## src/cpu_config.svh

```systemverilog
`ifndef CPU_CONFIG_SVH
`define CPU_CONFIG_SVH

// Datapath sizes
`define WORD_SIZE   16
`define REG_ADDR_W  2
`define NUM_REGS    4

////////////////////////////////////////////////////////////////////////////
// Major opcodes, instruction bits [15:12]
////////////////////////////////////////////////////////////////////////////
`define OPCODE_RTYPE 4'd15
`define OPCODE_ADI   4'd4
`define OPCODE_ORI   4'd5
`define OPCODE_LHI   4'd6
`define OPCODE_LWD   4'd7
`define OPCODE_SWD   4'd8

////////////////////////////////////////////////////////////////////////////
// R-type function codes, instruction bits [5:0]
////////////////////////////////////////////////////////////////////////////
`define FUNC_ADD 6'd0
`define FUNC_SUB 6'd1
`define FUNC_AND 6'd2
`define FUNC_ORR 6'd3
`define FUNC_NOT 6'd4
`define FUNC_TCP 6'd5
`define FUNC_SHL 6'd6
`define FUNC_SHR 6'd7
// Output port write and halt
`define FUNC_WWD 6'd28
`define FUNC_HLT 6'd29

`endif

```

## src/cpu_pkg.sv

```systemverilog
`default_nettype none

`include "cpu_config.svh"

package cpu_pkg;

   // Basic words
   typedef logic [`WORD_SIZE-1:0]  word_t;
   typedef logic [`REG_ADDR_W-1:0] reg_idx_t;

   ////////////////////////////////////////////////////////////////////////////
   // Instruction word, two decodings of the same 16 bits
   ////////////////////////////////////////////////////////////////////////////
   typedef union packed {
      // Register form
      struct packed {
         logic [3:0] opcode;
         reg_idx_t   rs;
         reg_idx_t   rt;
         reg_idx_t   rd;
         logic [5:0] func;
      } r;
      // Immediate form, low byte is the constant
      struct packed {
         logic [3:0] opcode;
         reg_idx_t   rs;
         reg_idx_t   rt;
         logic [7:0] imm8;
      } i;
   } inst_t;

   // ALU operations, first eight follow the function code order
   typedef enum logic [3:0] {
      ALU_ADD    = 4'd0,
      ALU_SUB    = 4'd1,
      ALU_AND    = 4'd2,
      ALU_ORR    = 4'd3,
      ALU_NOT    = 4'd4,
      ALU_TCP    = 4'd5,
      ALU_SHL    = 4'd6,
      ALU_SHR    = 4'd7,
      ALU_PASS_B = 4'd8
   } alu_op_t;

   // Second ALU operand
   typedef enum logic [1:0] {
      B_REG        = 2'd0,
      B_IMM_SIGNED = 2'd1,
      B_IMM_ZERO   = 2'd2,
      B_IMM_HIGH   = 2'd3
   } b_src_t;

   // Writeback value source
   typedef enum logic {
      WB_ALU = 1'b0,
      WB_MEM = 1'b1
   } wb_src_t;

   // Operand source in EX
   typedef enum logic [1:0] {
      FWD_RF  = 2'd0,
      FWD_MEM = 2'd1,
      FWD_WB  = 2'd2
   } fwd_src_t;

   ////////////////////////////////////////////////////////////////////////////
   // Control bundle and stage registers
   ////////////////////////////////////////////////////////////////////////////
   typedef struct packed {
      alu_op_t  alu_op;
      b_src_t   b_src;
      logic     reg_write;
      wb_src_t  wb_src;
      reg_idx_t write_reg;
      logic     mem_read;
      logic     mem_write;
      logic     out_write;
      logic     halt;
   } ctrl_t;

   typedef struct packed {
      ctrl_t      ctrl;
      word_t      a;
      word_t      b;
      logic [7:0] imm8;
      reg_idx_t   rs;
      reg_idx_t   rt;
   } id_ex_t;

   typedef struct packed {
      logic     reg_write;
      wb_src_t  wb_src;
      reg_idx_t write_reg;
      logic     mem_read;
      logic     mem_write;
      logic     halt;
      word_t    alu_out;
      word_t    store_data;
   } ex_mem_t;

   typedef struct packed {
      logic     reg_write;
      reg_idx_t write_reg;
      logic     halt;
      word_t    wb_data;
   } mem_wb_t;

endpackage

`default_nettype wire

```

## src/alu.sv

```systemverilog
`timescale 1ns/1ps
`default_nettype none

module alu (
   input  cpu_pkg::alu_op_t i_op,
   input  cpu_pkg::word_t   i_a,
   input  cpu_pkg::word_t   i_b,
   output cpu_pkg::word_t   o_result
);
   import cpu_pkg::*;

   always_comb begin
      case (i_op)
         // Arithmetic
         ALU_ADD: o_result = i_a + i_b;
         ALU_SUB: o_result = i_a - i_b;
         // Bitwise
         ALU_AND: o_result = i_a & i_b;
         ALU_ORR: o_result = i_a | i_b;
         ALU_NOT: o_result = ~i_a;
         // Negate A
         ALU_TCP: o_result = ~i_a + word_t'(1);
         // Shifts by one, right keeps the sign
         ALU_SHL: o_result = {i_a[$bits(word_t)-2:0], 1'b0};
         ALU_SHR: o_result = {i_a[$bits(word_t)-1], i_a[$bits(word_t)-1:1]};
         // LHI immediate passes straight through
         ALU_PASS_B: o_result = i_b;
         default: o_result = '0;
      endcase
   end

endmodule

`default_nettype wire

```

## src/control_decoder.sv

```systemverilog
`timescale 1ns/1ps
`default_nettype none

`include "cpu_config.svh"

module control_decoder (
   input  cpu_pkg::inst_t i_inst,
   output cpu_pkg::ctrl_t o_ctrl
);
   import cpu_pkg::*;

   always_comb begin
      // Bubble unless a known encoding matches
      o_ctrl.alu_op    = ALU_ADD;
      o_ctrl.b_src     = B_REG;
      o_ctrl.reg_write = 1'b0;
      o_ctrl.wb_src    = WB_ALU;
      o_ctrl.write_reg = i_inst.i.rt;
      o_ctrl.mem_read  = 1'b0;
      o_ctrl.mem_write = 1'b0;
      o_ctrl.out_write = 1'b0;
      o_ctrl.halt      = 1'b0;

      case (i_inst.r.opcode)
         `OPCODE_RTYPE: begin
            // ALU ops write rd
            o_ctrl.write_reg = i_inst.r.rd;
            case (i_inst.r.func)
               `FUNC_ADD: o_ctrl.alu_op = ALU_ADD;
               `FUNC_SUB: o_ctrl.alu_op = ALU_SUB;
               `FUNC_AND: o_ctrl.alu_op = ALU_AND;
               `FUNC_ORR: o_ctrl.alu_op = ALU_ORR;
               `FUNC_NOT: o_ctrl.alu_op = ALU_NOT;
               `FUNC_TCP: o_ctrl.alu_op = ALU_TCP;
               `FUNC_SHL: o_ctrl.alu_op = ALU_SHL;
               `FUNC_SHR: o_ctrl.alu_op = ALU_SHR;
               default:   o_ctrl.alu_op = ALU_ADD;
            endcase
            // Only the eight ALU functions write back
            o_ctrl.reg_write = (i_inst.r.func <= `FUNC_SHR);
            // rs goes straight to the output port
            o_ctrl.out_write = (i_inst.r.func == `FUNC_WWD);
            o_ctrl.halt      = (i_inst.r.func == `FUNC_HLT);
         end
         `OPCODE_ADI: begin
            o_ctrl.alu_op    = ALU_ADD;
            o_ctrl.b_src     = B_IMM_SIGNED;
            o_ctrl.reg_write = 1'b1;
         end
         `OPCODE_ORI: begin
            o_ctrl.alu_op    = ALU_ORR;
            o_ctrl.b_src     = B_IMM_ZERO;
            o_ctrl.reg_write = 1'b1;
         end
         `OPCODE_LHI: begin
            // Constant into the upper byte, rs unused
            o_ctrl.alu_op    = ALU_PASS_B;
            o_ctrl.b_src     = B_IMM_HIGH;
            o_ctrl.reg_write = 1'b1;
         end
         `OPCODE_LWD: begin
            // Address is rs + sign-extended offset
            o_ctrl.b_src     = B_IMM_SIGNED;
            o_ctrl.reg_write = 1'b1;
            o_ctrl.wb_src    = WB_MEM;
            o_ctrl.mem_read  = 1'b1;
         end
         `OPCODE_SWD: begin
            o_ctrl.b_src     = B_IMM_SIGNED;
            o_ctrl.mem_write = 1'b1;
         end
         default: begin
            // Unknown opcode, keep the bubble
         end
      endcase
   end

endmodule

`default_nettype wire

```

## src/hazard_unit.sv

```systemverilog
`timescale 1ns/1ps
`default_nettype none

module hazard_unit (
   input  cpu_pkg::reg_idx_t i_rs,
   input  cpu_pkg::reg_idx_t i_rt,
   input  logic              i_uses_rs,
   input  logic              i_uses_rt,
   input  cpu_pkg::id_ex_t   i_id_ex,
   input  cpu_pkg::ex_mem_t  i_ex_mem,
   input  cpu_pkg::mem_wb_t  i_mem_wb,
   output logic              o_stall,
   output cpu_pkg::fwd_src_t o_fwd_a,
   output cpu_pkg::fwd_src_t o_fwd_b
);
   import cpu_pkg::*;

   ////////////////////////////////////////////////////////////////////////////
   // Load-use detection
   ////////////////////////////////////////////////////////////////////////////

   logic rs_hit;
   logic rt_hit;

   // Load in EX whose target ID needs now
   assign rs_hit  = i_uses_rs && (i_id_ex.ctrl.write_reg == i_rs);
   assign rt_hit  = i_uses_rt && (i_id_ex.ctrl.write_reg == i_rt);
   assign o_stall = i_id_ex.ctrl.mem_read && (rs_hit || rt_hit);

   ////////////////////////////////////////////////////////////////////////////
   // Forward select
   ////////////////////////////////////////////////////////////////////////////

   // Youngest writer wins, MEM before WB
   function automatic fwd_src_t pick_src(input reg_idx_t src,
                                         input ex_mem_t  mem,
                                         input mem_wb_t  wb);
      fwd_src_t sel;
      if (mem.reg_write && mem.write_reg == src) begin
         sel = FWD_MEM;
      end else if (wb.reg_write && wb.write_reg == src) begin
         sel = FWD_WB;
      end else begin
         // Older writers already sit in the register file
         sel = FWD_RF;
      end
      return sel;
   endfunction

   assign o_fwd_a = pick_src(i_id_ex.rs, i_ex_mem, i_mem_wb);
   assign o_fwd_b = pick_src(i_id_ex.rt, i_ex_mem, i_mem_wb);

endmodule

`default_nettype wire

```

## src/pipeline_core.sv

```systemverilog
`timescale 1ns/1ps
`default_nettype none

`include "cpu_config.svh"

module pipeline_core (
   input  logic           clk,
   input  logic           reset_n,
   // Instruction fetch
   output cpu_pkg::word_t o_i_addr,
   output logic           o_i_read,
   input  cpu_pkg::word_t i_i_data,
   // Data memory
   output cpu_pkg::word_t o_d_addr,
   output logic           o_d_read,
   output logic           o_d_write,
   output cpu_pkg::word_t o_d_wdata,
   input  cpu_pkg::word_t i_d_data,
   // Output port
   output logic           o_out_valid,
   output cpu_pkg::word_t o_out_data,
   // Halt status
   output logic           o_halted
);
   import cpu_pkg::*;

   ////////////////////////////////////////////////////////////////////////////
   // Stage state
   ////////////////////////////////////////////////////////////////////////////

   word_t   pc;
   inst_t   if_id_inst;
   id_ex_t  id_ex;
   ex_mem_t ex_mem;
   mem_wb_t mem_wb;

   // ID
   ctrl_t    id_ctrl;
   logic     id_uses_rs;
   logic     id_uses_rt;
   word_t    rf_rs_data;
   word_t    rf_rt_data;
   logic     stall;
   logic     halt_issued;
   logic     id_freeze;
   logic     id_bubble;

   // EX
   fwd_src_t fwd_a;
   fwd_src_t fwd_b;
   word_t    ex_a;
   word_t    ex_fwd_b;
   word_t    ex_b;
   word_t    alu_result;

   // MEM, output port, halt
   word_t    mem_value;
   logic     out_valid_q;
   word_t    out_data_q;
   logic     halt_latched;

   ////////////////////////////////////////////////////////////////////////////
   // Submodules
   ////////////////////////////////////////////////////////////////////////////

   control_decoder u_decoder (
      .i_inst (if_id_inst),
      .o_ctrl (id_ctrl)
   );

   register_file u_regs (
      .clk       (clk),
      .reset_n   (reset_n),
      .i_rs      (if_id_inst.r.rs),
      .i_rt      (if_id_inst.r.rt),
      .o_rs_data (rf_rs_data),
      .o_rt_data (rf_rt_data),
      .i_wb      (mem_wb)
   );

   hazard_unit u_hazard (
      .i_rs      (if_id_inst.r.rs),
      .i_rt      (if_id_inst.r.rt),
      .i_uses_rs (id_uses_rs),
      .i_uses_rt (id_uses_rt),
      .i_id_ex   (id_ex),
      .i_ex_mem  (ex_mem),
      .i_mem_wb  (mem_wb),
      .o_stall   (stall),
      .o_fwd_a   (fwd_a),
      .o_fwd_b   (fwd_b)
   );

   alu u_alu (
      .i_op     (id_ex.ctrl.alu_op),
      .i_a      (ex_a),
      .i_b      (ex_b),
      .o_result (alu_result)
   );

   ////////////////////////////////////////////////////////////////////////////
   // IF and ID
   ////////////////////////////////////////////////////////////////////////////

   // Fetch stops while HLT waits in ID
   assign o_i_addr = pc;
   assign o_i_read = !id_ctrl.halt;

   // Registers really read by the decoded instruction
   assign id_uses_rs = id_ctrl.mem_read || id_ctrl.mem_write || id_ctrl.out_write ||
                       (id_ctrl.reg_write && id_ctrl.alu_op != ALU_PASS_B);
   // Binary R-type ops and the store data
   assign id_uses_rt = id_ctrl.mem_write ||
                       (id_ctrl.reg_write && id_ctrl.b_src == B_REG &&
                        id_ctrl.alu_op inside {ALU_ADD, ALU_SUB, ALU_AND, ALU_ORR});

   // HLT holds the front end for good
   assign id_freeze = stall || id_ctrl.halt;
   // HLT itself goes down once, then bubbles follow
   assign id_bubble = stall || (id_ctrl.halt && halt_issued);

   always_ff @(posedge clk) begin
      if (!reset_n) begin
         pc          <= '0;
         // Opcode 0 decodes to a bubble
         if_id_inst  <= '0;
         halt_issued <= 1'b0;
      end else begin
         if (!id_freeze) begin
            pc         <= pc + word_t'(1);
            if_id_inst <= i_i_data;
         end
         halt_issued <= halt_issued || id_ctrl.halt;
      end
   end

   ////////////////////////////////////////////////////////////////////////////
   // EX
   ////////////////////////////////////////////////////////////////////////////

   // Same-cycle load data rides along with the MEM forward
   assign mem_value = (ex_mem.wb_src == WB_MEM) ? i_d_data : ex_mem.alu_out;

   function automatic word_t fwd_mux(input fwd_src_t sel,
                                     input word_t    rf_val,
                                     input word_t    mem_val,
                                     input word_t    wb_val);
      word_t val;
      case (sel)
         FWD_MEM: val = mem_val;
         FWD_WB:  val = wb_val;
         default: val = rf_val;
      endcase
      return val;
   endfunction

   assign ex_a     = fwd_mux(fwd_a, id_ex.a, mem_value, mem_wb.wb_data);
   assign ex_fwd_b = fwd_mux(fwd_b, id_ex.b, mem_value, mem_wb.wb_data);

   // Immediate forms of the second operand
   always_comb begin
      case (id_ex.ctrl.b_src)
         B_IMM_SIGNED: ex_b = {{(`WORD_SIZE-8){id_ex.imm8[7]}}, id_ex.imm8};
         B_IMM_ZERO:   ex_b = {{(`WORD_SIZE-8){1'b0}}, id_ex.imm8};
         B_IMM_HIGH:   ex_b = {id_ex.imm8, {(`WORD_SIZE-8){1'b0}}};
         default:      ex_b = ex_fwd_b;
      endcase
   end

   ////////////////////////////////////////////////////////////////////////////
   // Stage registers
   ////////////////////////////////////////////////////////////////////////////

   always_ff @(posedge clk) begin
      if (!reset_n) begin
         id_ex  <= '0;
         ex_mem <= '0;
         mem_wb <= '0;
      end else begin
         // ID to EX
         id_ex.ctrl <= id_bubble ? ctrl_t'('0) : id_ctrl;
         id_ex.a    <= rf_rs_data;
         id_ex.b    <= rf_rt_data;
         id_ex.imm8 <= if_id_inst.i.imm8;
         id_ex.rs   <= if_id_inst.r.rs;
         id_ex.rt   <= if_id_inst.r.rt;

         // EX to MEM
         ex_mem.reg_write  <= id_ex.ctrl.reg_write;
         ex_mem.wb_src     <= id_ex.ctrl.wb_src;
         ex_mem.write_reg  <= id_ex.ctrl.write_reg;
         ex_mem.mem_read   <= id_ex.ctrl.mem_read;
         ex_mem.mem_write  <= id_ex.ctrl.mem_write;
         ex_mem.halt       <= id_ex.ctrl.halt;
         ex_mem.alu_out    <= alu_result;
         // Store data is rt after forwarding
         ex_mem.store_data <= ex_fwd_b;

         // MEM to WB, value already resolved
         mem_wb.reg_write <= ex_mem.reg_write;
         mem_wb.write_reg <= ex_mem.write_reg;
         mem_wb.halt      <= ex_mem.halt;
         mem_wb.wb_data   <= mem_value;
      end
   end

   ////////////////////////////////////////////////////////////////////////////
   // Memory, output port and halt
   ////////////////////////////////////////////////////////////////////////////

   assign o_d_addr  = ex_mem.alu_out;
   assign o_d_read  = ex_mem.mem_read;
   assign o_d_write = ex_mem.mem_write;
   assign o_d_wdata = ex_mem.store_data;

   // WWD strobe one cycle after EX
   always_ff @(posedge clk) begin
      if (!reset_n) begin
         out_valid_q  <= 1'b0;
         halt_latched <= 1'b0;
      end else begin
         out_valid_q  <= id_ex.ctrl.out_write;
         // Sticky once HLT has reached WB
         halt_latched <= halt_latched || mem_wb.halt;
      end
   end

   // Forwarded rs value, kept between strobes
   always_ff @(posedge clk) begin
      if (id_ex.ctrl.out_write) begin
         out_data_q <= ex_a;
      end
   end

   assign o_out_valid = out_valid_q;
   assign o_out_data  = out_data_q;
   // High from the cycle HLT is in WB
   assign o_halted    = mem_wb.halt || halt_latched;

endmodule

`default_nettype wire

```

## src/register_file.sv

```systemverilog
`timescale 1ns/1ps
`default_nettype none

`include "cpu_config.svh"

module register_file (
   input  logic              clk,
   input  logic              reset_n,
   input  cpu_pkg::reg_idx_t i_rs,
   input  cpu_pkg::reg_idx_t i_rt,
   output cpu_pkg::word_t    o_rs_data,
   output cpu_pkg::word_t    o_rt_data,
   input  cpu_pkg::mem_wb_t  i_wb
);
   import cpu_pkg::*;

   word_t regs [`NUM_REGS];

   // Writeback at the rising edge
   always_ff @(posedge clk) begin
      if (!reset_n) begin
         for (int i = 0; i < `NUM_REGS; i++) begin
            regs[i] <= '0;
         end
      end else if (i_wb.reg_write) begin
         regs[i_wb.write_reg] <= i_wb.wb_data;
      end
   end

   // Write-through, a same-cycle write is seen by ID
   assign o_rs_data = (i_wb.reg_write && i_wb.write_reg == i_rs) ? i_wb.wb_data
                                                                  : regs[i_rs];
   assign o_rt_data = (i_wb.reg_write && i_wb.write_reg == i_rt) ? i_wb.wb_data
                                                                  : regs[i_rt];

endmodule

`default_nettype wire

```

## config.mk

```make
export PLATFORM = sky130hd
export DESIGN_NAME = pipeline_core
export DESIGN_NICKNAME = d
export VERILOG_FILES = /design/src/cpu_pkg.sv /design/src/alu.sv /design/src/control_decoder.sv /design/src/hazard_unit.sv /design/src/pipeline_core.sv /design/src/register_file.sv
export VERILOG_INCLUDE_DIRS = /design/src
export SDC_FILE = /design/constraint.sdc
export NUM_CORES = 1
export LEC_CHECK = 0
export BUFFER_PORTS_ARGS = -buffer_cell sky130_fd_sc_hd__buf_2
export CORE_MARGIN = 1.5
export CORE_UTILIZATION = 54
export CTS_BUF_LIST = sky130_fd_sc_hd__clkbuf_16
export DETAILED_ROUTE_END_ITERATION = 6
export PLACE_DENSITY_LB_ADDON = 0.3
export SLEW_MARGIN = 5
export SYNTH_ARGS = -nofsm -noshare
export SYNTH_HDL_FRONTEND = slang
export SYNTH_SLANG_ARGS = --single-unit
```

## constraint.sdc

```tcl
create_clock -name clk -period 5.55 [get_ports clk]
set_clock_uncertainty 0.1 [all_clocks]
set_input_delay 1.11 -clock clk [delete_from_list [all_inputs] [get_ports clk]]
set_output_delay 1.11 -clock clk [all_outputs]
set_load 0.01 [all_outputs]
```

**After elaboration in Yosys (flattened, before gate mapping)**

Memories as Yosys holds them, arrays and structs flattened. A register that Yosys moved wholly into a read port is not among the register bits.
Cells that the tools add are included.

- Logic and storage cells: 130
- Bits in registers: 134
- Memories kept: 2
- Bits in read-only memories: 24
- Memory bits (writable): 64

- Add/sub/neg operators: 4
- Reduce and logical (&&, ||, !) cells: 32
- Equal/unequal tests: 33
- Muxes and demuxes: 26
- Bitwise logic cells: 4
- Magnitude comparators: 1

Memories:

| memory | depth | bits a word | read ports | clocked after memory_dff | write ports | line | text |
|---|---|---|---|---|---|---|---|
| u_regs.regs | 4 | 16 | 2 | 2 | 4 | register_file.sv:17 | `` word_t regs [`NUM_REGS]; `` |
| (name not given) | 8 | 3 | 1 | 1 | 0 | control_decoder.sv:28 | `case (i_inst.r.func)` |

Operator list:

| kind | number |
|---|---|
| one-hot mux 16 bit (9 select lines) | 1 |
| one-hot mux 16 bit (2 select lines) | 2 |
| one-hot mux 16 bit (3 select lines) | 1 |
| adder 16 x 1 -> 16 bit (second input constant) | 2 |
| equality test 4 x 3 -> 1 bit (second input constant) | 8 |
| two-way mux 16 bit | 2 |
| adder 16 bit | 1 |
| AND 16 bit | 1 |
| equality test 4 x 2 -> 1 bit (second input constant) | 4 |
| NOT 16 bit | 1 |
| OR 16 bit | 1 |
| OR reduction 16 bit | 1 |
| subtractor 16 bit | 1 |
| two-way mux 2 bit | 7 |
| equality test 2 bit | 6 |
| equality test 4 bit (second input constant) | 3 |
| equality test 6 x 5 -> 1 bit (second input constant) | 2 |
| one-hot mux 4 bit (3 select lines) | 1 |
| logical AND 1 bit | 11 |
| logical OR 1 bit | 9 |
| equality test 2 bit (second input constant) | 4 |
| equality test 4 x 1 -> 1 bit (second input constant) | 2 |
| zero test 4 bit | 2 |
| two-way mux 1 bit | 7 |
| 15 further kinds | 20 |

**Logic depth before layout (Yosys ltp)**

- Word-level depth: 13
- Mapped depth: 21
- Gate-level depth less buffers: 18

**Cells and area by module**

From an unflattened synthesis, not the netlist that was laid out.

- Cells, all modules: 1242
- Area, all modules: 12857.3 µm²

By module, submodules not included:

| module | area an instance (µm²) | cells each | seq. area each (µm²) | instances |
|---|---|---|---|---|
| pipeline_core | 6383.6 | 627 | 3523.4 | 1 |
| register_file | 3773.6 | 227 | 1921.8 | 1 |
| alu | 2302.2 | 339 | 0.0 | 1 |
| control_decoder | 224.0 | 26 | 0.0 | 1 |
| hazard_unit | 173.9 | 23 | 0.0 | 1 |

**Worst setup path before layout**

No wires, ideal clock.

- Path kind: in2reg
- From: input i_d_data[4]
- To: register ex_mem, in the netlist o_d_addr[15]
- Stages: 17
- Path buffers: 0
- Arrival time: 4.203 ns
- Required time: 5.370 ns
- Setup slack: 1.167 ns
- Path through: mux2_2 nor4_1 a311oi_1 a211oi_1 nor2b_1 a31oi_1 or2_1 a21oi_1 xnor2_1 ha_1 a21o_1 a21oi_1 nor2b_1 a311oi_1 nand2_1 mux2_2 o211ai_1

- Cells in the longest elaborated chain, start to end: 5
- Elaborated cells on any way between the ends: 9
- Those cells by class: 3 x add/sub; 5 x mux; 1 x bitwise

RTL lines:

| item | line | text |
|---|---|---|
| start, declared | pipeline_core.sv:18 | `input cpu_pkg::word_t i_d_data,` |
| two-way mux 16 bit (*) | pipeline_core.sv:142 | `assign mem_value = (ex_mem.wb_src == WB_MEM) ? i_d_data : ex_mem.alu_out;` |
| one-hot mux 16 bit (2 select lines) | pipeline_core.sv:149 | `case (sel)` |
| one-hot mux 16 bit (3 select lines) or NOT 16 bit (tied branches) | pipeline_core.sv:162, alu.sv:22 |  |
| subtractor 16 bit (tied with other cells) | alu.sv:16 | `ALU_SUB: o_result = i_a - i_b;` |
| one-hot mux 16 bit (9 select lines) (*) | alu.sv:13 | `case (i_op)` |
| end, declared | pipeline_core.sv:34 | `ex_mem_t ex_mem;` |

Every way passes the cells marked *; elsewhere a longest branch is shown, timed or not.
A chain may end at the register's enable or synchronous reset.

**Worst setup path in the final report**

- From: register mem_wb[17] (netlist name)
- To: register ex_mem, in the netlist o_d_addr[15]

- Cells in the longest elaborated chain, start to end: 9
- Elaborated cells on any way between the ends: 22
- Those cells by class: 3 x add/sub; 6 x eq/ne; 8 x mux; 3 x bitwise; 2 x reduce/logical

RTL lines:

| item | line | text |
|---|---|---|
| start, declared | pipeline_core.sv:35 | `mem_wb_t mem_wb;` |
| equality test 2 bit | hazard_unit.sv:41 | `end else if (wb.reg_write && wb.write_reg == src) begin` |
| logical AND 1 bit | hazard_unit.sv:41 |  |
| two-way mux 2 bit | hazard_unit.sv:41 |  |
| two-way mux 2 bit | hazard_unit.sv:39 | `if (mem.reg_write && mem.write_reg == src) begin` |
| equality test 2 bit or equality test 2 x 1 -> 1 bit (tied branches) | pipeline_core.sv:149 |  |
| one-hot mux 16 bit (2 select lines) | pipeline_core.sv:149 |  |
| one-hot mux 16 bit (3 select lines) or NOT 16 bit (tied branches) | pipeline_core.sv:162, alu.sv:20, alu.sv:22 |  |
| subtractor 16 bit (tied with other cells) | alu.sv:16 |  |
| one-hot mux 16 bit (9 select lines) (*) | alu.sv:13 |  |

Marks and branches as above.

==> impl_results.md <==
- Initial antenna violation count: 0
- Antenna diodes: 0
- Cell taking the most area after synthesis: dfxtp_1
- H-tree depth: 1
- Most frequent cells after synthesis: nand2_1, dfxtp_1, and2_1, edfxtp_1, clkbuf_1
- Die Span Y: 156.6 µm
- Initial core utilization: 54.62%
- Most numerous cell in the Yosys netlist: nand2_1
- Clock-pin slew on the worst setup and hold paths: 0.06 ns
- Die span in x: 156.6 µm
- Number of buffers created by CTS: 26
- GRT overflow: 0
- Register area share after synthesis: 42.89%
- Routed via count: 10.39k
- Min cycle time layout: 5.031 ns
- Distinct cells, synth: 72
- Syn_nets: 1,385
- Largest cells by area after synthesis: dfxtp_1, edfxtp_1, mux4_2
- Fill cells: 1,959
- Top Ports: 103
- Critical path launch point type: flop
- CP Data Arrival Time: 5.37 ns
- Clock power frac: 36.9%
- Synth warn: 0
- Period utilisation layout: 90.65%
- Share of the synthesized area in the top cell type: 24.04%
- Layout Nets: 1,438
- Hpwl dp: 24.85 mm
- Crit-path max FO: 12
- Main flop type after synthesis: dfxtp_1
- Vias in the first global route: 9,943
- Cell area after layout: 14,220 µm²
- CTS sink cnt: 233
- Sequential Power Share: 43.9%
- DRC: 0
- Post-Route Utilization: 60.93%
- Aggregate global-route resource usage: 28.78%
- Non-Filler Instances: 1,718
- Final Max Tran Viols: 0
- Status: finished, final reports clean
- WL per Instance: 20.53 µm
- Worst Setup Path Type: reg2reg
- Slew margin rel.: 22.69%
- Post-CTS Resized: 0
- Pint: 3189 µW
- Peak supply drop: 0.2118 mV
- Worst slew pin tran: 1.157 ns
- Largest net degree at the start of global routing: 58
- Layout cells sized above 1: 17.23%
- Fmax: 198.8 MHz
- Routability cong.: 0.9641
- First-pass GRT wire length: 54.31 mm
- Worst EP required: 5.89 ns
- Post-Syn Instances: 1,326
- Post-synth ARST share: 0%
- Placed Area: 13,380 µm²
- ANT nets after route: 0
- Cts hold-fix bufs: 0
- Comb pwr share: 19.1%
- Leak pwr: 0.005927 µW
- PD cells: 313.4 nW/µm²
- Die area: 24,530 µm²
- Number of detailed-route iterations in the first pass: 6
- Hold crit path type: reg2reg
- Setup_tns: 0 ns
- Final hold violations: 0
- RSZ-0062 raised after global routing: no
- Max-Cap Viols: 0
- Sw Share: 28.44%
- CTS tree: yes
- Core area: 23,330 µm²
- Initial DRC count: 1,169
- Cell Area, Synth: 12,740 µm²
- Clk_lat worst skew: 0.54 ns
- Final setup fails: 0
- Post-synth EDFFs: 80
- Port Buffers: 102
- Worst setup EP type: flop
- Post-Route WL: 35.28 mm
- Area delta synth->final: 11.56%
- Root Driver: clkbuf_16
- Max Buffers Root-to-Sink: 3
- Switching pwr: 1267 µW
- Routed vias/inst: 6.047
- Mean Syn Cell Area: 9.610 µm²
- Site Rows: 56
- Inst Count DP: 1,670
- # Post-CTS Setup Buffers: 0
- Pwr Total: 4456 µW
- Yosys reg bits: 233
-- layer usage --
layer	share of wire, %	global-route usage (%)	wire length, µm	up-vias
li1	-	-	-	4852
met1	42	38.92	14840	4934
met2	46	47.17	16270	533
met3	8.7	4.320	3081	70
met4	3.1	9.887	1080	0
met5	0	0	0	-
-- cell type report --
cell class                 count  area [µm²]  share of cell area, %
inverter                      32       120.1                 0.8449
multi-input combinational    946        6600                  46.43
sequential                   233        5465                  38.44
timing repair buffer         140       798.3                  5.615
clock buffer                  30       750.7                  5.281
clock inverter                18       82.58                 0.5809
tap                          319       399.1                  2.808
-- final timing paths --
path | from | end | slack, ns | cells past startpoint
setup / recovery | mem_wb[17] | o_d_addr[15] | 0.52 | 17
hold / removal | id_ex[46] | o_d_write | 0.33 | 1
setup reg to reg | mem_wb[17] | o_d_addr[15] | 0.52 | 17
hold reg to reg | id_ex[46] | o_d_write | 0.33 | 1
-- power by group through the flow --
stage	Combinational (µW)	Clock, µW	Sequential, µW
global placement	832	0	1990
CTS	842	1680	1960
finish	852	1650	1960
floorplan	649	0	1950
global route	930	1740	1970
detailed placement	838	0	1990
-- critical path, stage by stage, from the launching register on --
cell      delay (ns)
dfxtp_1         0.62
xor2_1          0.43
or3_1           0.32
mux2_2          0.40
a21oi_1         0.34
and3_1          0.30
nor2_1          0.08
xor2_1          0.18
ha_1            0.36
a21o_1          0.18
a21oi_1         0.18
o221ai_1        0.19
nand4_1         0.16
a31oi_1         0.17
a311oi_1        0.48
nand2_1         0.10
mux2_2          0.28
o211ai_1        0.07
-- flip-flops by register name (all words and copies together) (netlist names), named ones only --
name and cells:
u_regs.regs 64, id_ex 57, mem_wb 20, if_id_inst 16, o_d_addr 16, o_d_wdata 16
o_i_addr 16, o_out_data 16, ex_mem 4, halt_issued 1, halt_latched 1, o_d_read 1
o_d_write 1, o_out_valid 1
-- kinds of logic (layout without fill, tap and decap cells) --
kind of cell               Yosys count  count (layout)  synth area share (%)
adders and majority gates           25              25                 2.514
xor gates and xnor gates            63              63                 4.448
buffers and inverters              147             220                 5.380
AOI/OAI and AO/OA                  257             257                 13.88
and+or+nand+nor                    515             515                 20.89
muxes                               86              86                 9.995
DFF                                233             233                 42.89
-- metrics by stage --
stage               hold WS (ns)  setup WS, ns
floorplan                 0.3098         1.167
global placement          0.3137        0.6988
detailed placement        0.3169        0.5267
CTS                       0.3306        0.6244
global route              0.3431        0.1178
finish                    0.3299        0.5189
-- placed cells by master (no fill, tap or decap), types with 8 or more instances in the layout --
master	count
nand2_1	164
dfxtp_1	153
buf_2	101
and2_1	88
edfxtp_1	80
nor2_1	50
a21oi_1	48
mux2i_1	44
nor2b_1	40
buf_4	39
xnor2_1	36
o21ai_0	36
inv_1	35
and3_1	34
a21boi_0	34
nor3_1	32
mux4_2	32
clkbuf_16	30
xor2_1	25
nand3_1	24
ha_1	24
a31oi_1	20
nand4_1	19
o31ai_1	18
o31a_1	17
o22ai_1	15
nand2b_1	12
nor4_1	11
mux2_2	10
o211a_1	9
a22oi_1	8
or2_2	8
o221ai_1	8
Power figures use the tool's default switching activity.
